**config.mk**
```make
export PLATFORM = sky130hd
export DESIGN_NAME = dataPath
export DESIGN_NICKNAME = d
export VERILOG_FILES = /design/src/hdl/cpuPkg.sv /design/src/hdl/registerFile.sv /design/src/hdl/selectEncode.sv /design/src/hdl/aluUnit.sv /design/src/hdl/specialRegs.sv /design/src/hdl/dataPath.sv
export SDC_FILE = /design/constraint.sdc
export NUM_CORES = 2
export LEC_CHECK = 0
export BUFFER_PORTS_ARGS = -buffer_cell sky130_fd_sc_hd__buf_2
export CORE_UTILIZATION = 60
export CTS_BUF_LIST = sky130_fd_sc_hd__clkbuf_16
export CTS_CLUSTER_SIZE = 25
export DETAILED_ROUTE_END_ITERATION = 16
export PLACE_DENSITY = 0.77
export SYNTH_ARGS = -nofsm -noshare
export SYNTH_HDL_FRONTEND = slang
export SYNTH_HIERARCHICAL = 1
export SYNTH_SLANG_ARGS = --single-unit
```
**constraint.sdc**
```tcl
create_clock -name Clock -period 11.5 [get_ports Clock]
set_input_delay 0 -clock Clock [delete_from_list [all_inputs] [get_ports Clock]]
set_output_delay 0 -clock Clock [all_outputs]
set_load 0.02 [all_outputs]
```
**src/hdl/cpuPkg.sv**
```systemverilog
package cpuPkg;

   localparam int wordWidth   = 32;
   localparam int regSelWidth = 4;   // sixteen general registers

   typedef enum logic [3:0] {
      opAdd,
      opSub,
      opAnd,
      opOr,
      opShl,
      opShr,
      opNeg,
      opNot,
      opMul,   // iterative, 32 cycles
      opDiv    // iterative, 32 cycles
   } aluOpT;

   typedef enum logic [3:0] {
      srcNone,
      srcReg,
      srcPc,
      srcIr,
      srcY,
      srcZLo,
      srcZHi,
      srcMar,
      srcHi,
      srcLo,
      srcMdr,
      srcConst   // sign-extended immediate from IR
   } busSrcT;

   typedef struct packed {
      busSrcT busSrc;
      logic   regIn;
      logic   pcIn;
      logic   irIn;
      logic   yIn;
      logic   zIn;
      logic   marIn;
      logic   hiIn;
      logic   loIn;
      logic   mdrIn;
      logic   memRead;   // MDR takes memDataIn instead of the bus
      logic   gra;
      logic   grb;
      logic   grc;
   } controlWordT;

   // register format and immediate format share the opcode and ra/rb positions
   typedef union packed {
      struct packed {
         logic [4:0]             opcode;
         logic [regSelWidth-1:0] ra;
         logic [regSelWidth-1:0] rb;
         logic [regSelWidth-1:0] rc;
         logic [14:0]            unused;
      } rFmt;
      struct packed {
         logic [4:0]             opcode;
         logic [regSelWidth-1:0] ra;
         logic [regSelWidth-1:0] rb;
         logic [18:0]            constant;
      } iFmt;
   } instrT;

   typedef struct packed {
      logic [wordWidth-1:0] hi;
      logic [wordWidth-1:0] lo;
   } zPairT;

endpackage

```
**src/hdl/registerFile.sv**
```systemverilog
`timescale 1ns/1ps

module registerFile (
   input  logic                            Clock,
   input  logic                            rst,
   input  logic [cpuPkg::regSelWidth-1:0]  regSel,
   input  logic                            regIn,
   input  logic [cpuPkg::wordWidth-1:0]    busValue,
   output logic [cpuPkg::wordWidth-1:0]    readValue
);

   logic [cpuPkg::wordWidth-1:0] regs [2**cpuPkg::regSelWidth];

   // single write port, loaded from the bus
   always_ff @(posedge Clock) begin
      if (rst) begin
         for (int i = 0; i < 2**cpuPkg::regSelWidth; i++) begin
            regs[i] <= '0;
         end
      end else if (regIn) begin
         regs[regSel] <= busValue;
      end
   end

   // combinational read of the same selected register
   assign readValue = regs[regSel];

endmodule

```
**src/hdl/selectEncode.sv**
```systemverilog
`timescale 1ns/1ps

module selectEncode (
   input  cpuPkg::instrT                   irValue,
   input  logic                            gra,
   input  logic                            grb,
   input  logic                            grc,
   output logic [cpuPkg::regSelWidth-1:0]  regSel,
   output logic [cpuPkg::wordWidth-1:0]    constValue
);

   localparam int constWidth = $bits(irValue.iFmt.constant);

   // register number from the register-format view
   always_comb begin
      if (gra) begin
         regSel = irValue.rFmt.ra;
      end else if (grb) begin
         regSel = irValue.rFmt.rb;
      end else if (grc) begin
         regSel = irValue.rFmt.rc;
      end else begin
         regSel = '0;   // nothing selected, fall back to R0
      end
   end

   // immediate view, constant sign-extended to a full word
   assign constValue = {{(cpuPkg::wordWidth - constWidth){irValue.iFmt.constant[constWidth-1]}},
                        irValue.iFmt.constant};

endmodule

```
**src/hdl/aluUnit.sv**
```systemverilog
`timescale 1ns/1ps

module aluUnit (
   input  logic                          Clock,
   input  logic                          rst,
   input  logic                          start,
   input  cpuPkg::aluOpT                 aluOp,
   input  logic [cpuPkg::wordWidth-1:0]  operandA,
   input  logic [cpuPkg::wordWidth-1:0]  operandB,
   output cpuPkg::zPairT                 result,
   output logic                          finished
);

   localparam int w = cpuPkg::wordWidth;

   logic          busy;
   logic          isDiv;
   logic [4:0]    count;      // iteration counter for mul and div
   logic [w-1:0]  operand;    // multiplicand or divisor
   cpuPkg::zPairT acc;        // {hi, lo} working pair
   cpuPkg::zPairT iterIn;
   cpuPkg::zPairT stepped;
   logic [w-1:0]  iterOperand;
   logic          iterDiv;
   logic [w-1:0]  singleResult;

   // shift-add, one multiplier bit per step
   function automatic cpuPkg::zPairT mulStep(input cpuPkg::zPairT p, input logic [w-1:0] m);
      logic [w:0] sum;
      sum = {1'b0, p.hi} + (p.lo[0] ? {1'b0, m} : '0);
      return {sum, p.lo[w-1:1]};
   endfunction

   // restoring division, hi holds the partial remainder and lo shifts the quotient in
   function automatic cpuPkg::zPairT divStep(input cpuPkg::zPairT p, input logic [w-1:0] d);
      logic [w:0]    remShift;
      logic [w:0]    diff;
      cpuPkg::zPairT next;
      remShift = {p.hi, p.lo[w-1]};
      diff     = remShift - {1'b0, d};
      if (!diff[w]) begin
         next = {diff[w-1:0], p.lo[w-2:0], 1'b1};
      end else begin
         next = {remShift[w-1:0], p.lo[w-2:0], 1'b0};   // restore
      end
      return next;
   endfunction

   // first step runs on the start edge straight from the operands
   always_comb begin
      iterDiv     = busy ? isDiv : (aluOp == cpuPkg::opDiv);
      iterOperand = busy ? operand : (iterDiv ? operandB : operandA);
      iterIn      = busy ? acc : {{w{1'b0}}, (iterDiv ? operandA : operandB)};
      stepped     = iterDiv ? divStep(iterIn, iterOperand) : mulStep(iterIn, iterOperand);
   end

   always_comb begin
      case (aluOp)
         cpuPkg::opAdd: singleResult = operandA + operandB;
         cpuPkg::opSub: singleResult = operandA - operandB;
         cpuPkg::opAnd: singleResult = operandA & operandB;
         cpuPkg::opOr:  singleResult = operandA | operandB;
         cpuPkg::opShl: singleResult = operandA << operandB[4:0];
         cpuPkg::opShr: singleResult = operandA >> operandB[4:0];   // logical
         cpuPkg::opNeg: singleResult = -operandA;
         cpuPkg::opNot: singleResult = ~operandA;
         default:       singleResult = '0;
      endcase
   end

   always_ff @(posedge Clock) begin
      if (rst) begin
         busy     <= 1'b0;
         isDiv    <= 1'b0;
         count    <= '0;
         finished <= 1'b0;
         result   <= '0;
      end else begin
         finished <= 1'b0;   // pulse
         if (busy) begin
            acc   <= stepped;
            count <= count + 5'd1;
            if (count == 5'd31) begin
               result   <= stepped;
               finished <= 1'b1;
               busy     <= 1'b0;
            end
         end else if (start) begin
            if (aluOp == cpuPkg::opMul || aluOp == cpuPkg::opDiv) begin
               busy    <= 1'b1;
               isDiv   <= iterDiv;
               operand <= iterOperand;
               acc     <= stepped;
               count   <= 5'd1;
            end else begin
               result   <= {{w{1'b0}}, singleResult};
               finished <= 1'b1;
            end
         end
      end
   end

endmodule

```
**src/hdl/specialRegs.sv**
```systemverilog
`timescale 1ns/1ps

module specialRegs (
   input  logic                          Clock,
   input  logic                          rst,
   input  cpuPkg::controlWordT           ctrl,
   input  logic [cpuPkg::wordWidth-1:0]  regValue,
   input  logic [cpuPkg::wordWidth-1:0]  constValue,
   input  cpuPkg::zPairT                 aluResult,
   input  logic                          finished,
   input  logic [cpuPkg::wordWidth-1:0]  memDataIn,
   output logic [cpuPkg::wordWidth-1:0]  busValue,
   output logic [cpuPkg::wordWidth-1:0]  yValue,
   output cpuPkg::instrT                 irValue,
   output logic [cpuPkg::wordWidth-1:0]  memAddr,
   output logic [cpuPkg::wordWidth-1:0]  memDataOut
);

   logic [cpuPkg::wordWidth-1:0] pc;
   logic [cpuPkg::wordWidth-1:0] hi;
   logic [cpuPkg::wordWidth-1:0] lo;
   logic [cpuPkg::wordWidth-1:0] mar;
   logic [cpuPkg::wordWidth-1:0] mdr;
   cpuPkg::zPairT                z;
   cpuPkg::instrT                ir;
   logic [cpuPkg::wordWidth-1:0] y;

   always_ff @(posedge Clock) begin
      if (rst) begin
         pc  <= '0;
         ir  <= '0;
         y   <= '0;
         z   <= '0;
         hi  <= '0;
         lo  <= '0;
         mar <= '0;
         mdr <= '0;
      end else begin
         if (ctrl.pcIn)  pc  <= busValue;
         if (ctrl.irIn)  ir  <= busValue;
         if (ctrl.yIn)   y   <= busValue;
         if (ctrl.hiIn)  hi  <= busValue;
         if (ctrl.loIn)  lo  <= busValue;
         if (ctrl.marIn) mar <= busValue;
         // Z only takes the ALU result once it is valid
         if (ctrl.zIn && finished) z <= aluResult;
         if (ctrl.mdrIn) begin
            mdr <= ctrl.memRead ? memDataIn : busValue;
         end
      end
   end

   // one source on the bus per cycle
   always_comb begin
      case (ctrl.busSrc)
         cpuPkg::srcReg:   busValue = regValue;
         cpuPkg::srcPc:    busValue = pc;
         cpuPkg::srcIr:    busValue = ir;
         cpuPkg::srcY:     busValue = y;
         cpuPkg::srcZLo:   busValue = z.lo;
         cpuPkg::srcZHi:   busValue = z.hi;
         cpuPkg::srcMar:   busValue = mar;
         cpuPkg::srcHi:    busValue = hi;
         cpuPkg::srcLo:    busValue = lo;
         cpuPkg::srcMdr:   busValue = mdr;
         cpuPkg::srcConst: busValue = constValue;
         default:          busValue = '0;   // srcNone
      endcase
   end

   assign yValue     = y;
   assign irValue    = ir;
   assign memAddr    = mar;
   assign memDataOut = mdr;

endmodule

```
**src/hdl/dataPath.sv**
```systemverilog
`timescale 1ns/1ps

module dataPath (
   input  logic                          Clock,
   input  logic                          rst,
   input  cpuPkg::controlWordT           ctrl,
   input  cpuPkg::aluOpT                 aluOp,
   input  logic                          start,
   input  logic [cpuPkg::wordWidth-1:0]  memDataIn,
   output logic                          finished,
   output logic [cpuPkg::wordWidth-1:0]  memAddr,
   output logic [cpuPkg::wordWidth-1:0]  memDataOut
);

   logic [cpuPkg::wordWidth-1:0]   busValue;
   logic [cpuPkg::wordWidth-1:0]   regValue;
   logic [cpuPkg::wordWidth-1:0]   constValue;
   logic [cpuPkg::wordWidth-1:0]   yValue;
   logic [cpuPkg::regSelWidth-1:0] regSel;
   cpuPkg::instrT                  irValue;
   cpuPkg::zPairT                  aluResult;

   registerFile regs (
      .Clock     (Clock),
      .rst       (rst),
      .regSel    (regSel),
      .regIn     (ctrl.regIn),
      .busValue  (busValue),
      .readValue (regValue)
   );

   // register number and immediate both come from IR
   selectEncode encoder (
      .irValue    (irValue),
      .gra        (ctrl.gra),
      .grb        (ctrl.grb),
      .grc        (ctrl.grc),
      .regSel     (regSel),
      .constValue (constValue)
   );

   aluUnit alu (
      .Clock    (Clock),
      .rst      (rst),
      .start    (start),
      .aluOp    (aluOp),
      .operandA (yValue),     // Y is always operand A
      .operandB (busValue),
      .result   (aluResult),
      .finished (finished)
   );

   specialRegs special (
      .Clock      (Clock),
      .rst        (rst),
      .ctrl       (ctrl),
      .regValue   (regValue),
      .constValue (constValue),
      .aluResult  (aluResult),
      .finished   (finished),
      .memDataIn  (memDataIn),
      .busValue   (busValue),
      .yValue     (yValue),
      .irValue    (irValue),
      .memAddr    (memAddr),
      .memDataOut (memDataOut)
   );

endmodule

```
==> metrics.txt <==
largest net degree at the start of global routing=98; Buf/Inv on CP=2; cell taking the most area after synthesis=edfxtp_1; Sw Share=27.4%; CTS tree=done; cell area after layout=59800 µm²; crit-path max cell delay=0.81 ns; Final period util=75.7%; CP Capture Point=alu/result[28]; ANT nets after route=0; Final Hold Vio Count=0; Compound-Gate Fraction of Synth Area=15.5%; CP dominant cell by count=a21oi_1; Seq pwr share=47.2%; syn nets=5491; DR WL/cell=29.8 µm; layout cells sized above 1=13.4%; Final min period=8.71 ns; Pins Over Slew Limit=0; core footprint=90100 µm²; H-tree levels=3; xor/xnor cell area share of the yosys netlist=2.11%; CP startpoint=special/irValue[18]; Worst-path clk slew=0.06 ns; maximum VDD drop=109 µV; CTS Buffer Depth=3; worst min-delay path class=input port to register; RR Startpoint=special/irValue[18]; Clock Sink Count=968; internal power=5.86 mW; Crit. path cell count=25; Max Clock Freq=0.115 GHz; post-synth top area share=33.4%; pre-CTS WS=3.16 ns; # Post-CTS Setup Buffers=0; crit path max-delay cell type=a21oi_1; clock skew=0.0422 ns; Ports=121; Syn-to-layout area delta=9.33%; Total GRT Usage=41.1%; simple-gate share of the synthesized area=16.9%; DR vias/cell=7.01; total grt overflow=0; Inserted Clock Buffers=101; outcome=finished clean; crit path kind=register to register; mux contribution to synthesized area=11.8%; most used routing layer=met2; Die X=304 µm; Worst EP required=12.02 ns; DR iter-0 viols=7244; dpl cells=6281; area of placed instances=56000 µm²; Routability Congestion=1.13; reg2reg setup slack=2.79 ns; slew of the pin with the lowest slew margin=1.39 ns; M2 GR Usage=57.4%; CP Max Fanout=32; root buffer cell=clkbuf_16; Port Buffer Count=120; Max Cap Viol=0; clock share of power=38.6%; Synth area leaders=edfxtp_1 (33%), dfxtp_1 (13%), mux4_2 (7.2%), and2_1 (6.4%), mux2i_1 (4.3%); # fillers=6829; Setup TNS=0 ns; sequential fraction of the synthesis area=46.5%; die area=92400 µm²; Clock Latency Late Sink=0.71 ns; Distinct cells, synth=101; RSZ-0062 raised after global routing=false; slew margin rel.=7.44%; antenna violations before repair=8; Die Y=304 µm; worst r2r path cells=25; row count=110; CP startpoint kind=register; final wirelength=195000 µm; CTS Hold Buffers Added=72; Reg2Reg Capture Point=alu/result[28]; Mapped Area=54700 µm²; top_reg_cell synth=edfxtp_1; first-pass GRT wire length=282000 µm; CP endpoint kind=register; Post-CTS Resized=0; DRC Markers=0; largest family of logic cells by synthesized area=simple AND/OR/NAND/NOR gates; met3 usage=14.7%; initial core utilization=60.7%; final setup margin=2.79 ns; Power Density=135 nW/µm²; post-synthesis adder-cell area fraction=2.73%; Pre-antenna DRT Iters=14; Vias=45800; Combinational Power Share=14.2%; LEAKAGE=23.0 nW; Final Setup Violations=0; Finished Layout Cells=6541; Nets=5444; Worst path top cell family by delay=compound AO/OA/AOI/OAI gates; syn avg cell area=10.3 µm²; switching power=2.22 mW; Synth warnings=6; Detailed Place HPWL=124000 µm; Worst Path Arrival=9.23 ns; #FFs+latches synth=968; async set-reset flop share out of synthesis=0%; GRT met1 Usage=56.0%; number of global-route vias before repair=42200; Post-synth EDFFs=608; synthesized instance count=5327
## cell families (layout without fill, tap and decap cells)
logic type	count (synthesis)	after routing
muxes	422	422
adders and majority gates	120	120
and+or+nand+nor	1837	1837
other	0	6
AOI/OAI and AO/OA	1293	1293
buffers and inverters	555	587
DFF	968	968
xor gates and xnor gates	132	132
## worst min path at each step
stage                                   to     startpoint  depth (start not counted)
global route        special/memDataOut[18]        ctrl[4]                          5
floorplan                    special/hi[1]        ctrl[6]                          1
global placement    special/memDataOut[22]  memDataIn[22]                          3
CTS                 special/memDataOut[29]        ctrl[3]                          3
finish              special/memDataOut[18]        ctrl[4]                          5
detailed placement  special/memDataOut[23]  memDataIn[23]                          3
## state kept, by name, summed over array words and instances, names as in the netlist
signal              count
alu/operand            32
alu/result             64
alu/finished            1
alu/busy                1
special/pc             32
special/lo             32
regs/regs             512
special/memDataOut     32
special/hi             32
alu/count               5
special/memAddr        32
alu/isDiv               1
special/yValue         32
alu/acc                64
special/irValue        32
special/z              64
## final cells by class
type	instances	area (µm²)	area share [%]
antenna	6	15.0	0.0251
clock buffer	104	2600	4.35
clock inverter	78	480	0.803
inverter	73	274	0.458
multi-input combinational	3804	27100	45.3
sequential	968	25500	42.6
tap	1176	1470	2.46
timing repair buffer	332	2410	4.03
## through the flow
step	hold WS, ns	utilization, %	power, mW
CTS	0.0130	66.3	8.03
finish	0.0604	66.4	8.08
global placement	0.249	62.1	4.95
floorplan	0.154	-	4.60
detailed placement	0.254	62.1	4.96
global route	0.116	66.3	8.26
## per-layer routing
layer / part of all wire, % / vias up / wire [µm]
met5: 0.054 / - / 106
met4: 6.1 / 10 / 11900
met3: 16 / 638 / 30300
met2: 41 / 3636 / 79300
met1: 38 / 22200 / 73400
li1: - / 19400 / -
## Yosys cell counts (all sizes together), types with 24 or more instances
| cell type | n |
|---|---|
| a22o | 38 |
| a21oi | 332 |
| xnor2 | 76 |
| nand3 | 61 |
| and2 | 563 |
| or2 | 25 |
| xor2 | 56 |
| edfxtp | 608 |
| nand3b | 28 |
| a222oi | 27 |
| nand2 | 561 |
| nand2b | 36 |
| inv | 72 |
| a31oi | 29 |
| ha | 105 |
| o22ai | 53 |
| dfxtp | 360 |
| a211oi | 34 |
| nor2b | 30 |
| mux2i | 234 |
| o21a | 24 |
| a22oi | 119 |
| mux4 | 175 |
| nor3 | 59 |
| clkbuf | 327 |
| a221oi | 25 |
| nor2 | 379 |
| buf | 155 |
| a21o | 53 |
| o21ai | 347 |
| a2111oi | 26 |
## power groups by stage
stage	Sequential [mW]	Combinational [mW]	Clock (mW)
global route	3.82	1.19	3.24
detailed placement	3.89	1.07	0
CTS	3.81	1.10	3.11
floorplan	3.88	0.725	0
finish	3.81	1.15	3.12
global placement	3.88	1.07	0
## placed cells by master, fill, tap and decap left out, types with 30 or more instances in the layout
master	count
mux2i_1	234
a22oi_1	119
nor2_1	324
o22ai_1	53
clkinv_1	30
a21o_1	53
dlygate4sd3_1	72
a22o_1	38
buf_2	117
edfxtp_1	608
buf_4	139
ha_1	102
nand3_1	61
clkbuf_16	104
a21oi_1	324
a211oi_1	31
dfxtp_1	359
inv_1	95
nand2_1	558
nor3_1	50
and2_1	562
nand2b_1	36
mux4_2	175
xor2_1	56
xnor2_1	74
o21ai_0	331
nor2_2	45
## worst register-to-register path, delay by kind of cell, from the launching register on
kind | cells | cell delay [ns]
fa+ha+maj | 1 | 0.43
mux | 1 | 0.33
xor+xnor | 1 | 0.15
buf+inv | 2 | 0.57
simple gates | 11 | 3.13
flops | 1 | 0.77
compound gates | 9 | 3.14
No activity file was read; power rests on OpenSTA's default activity.
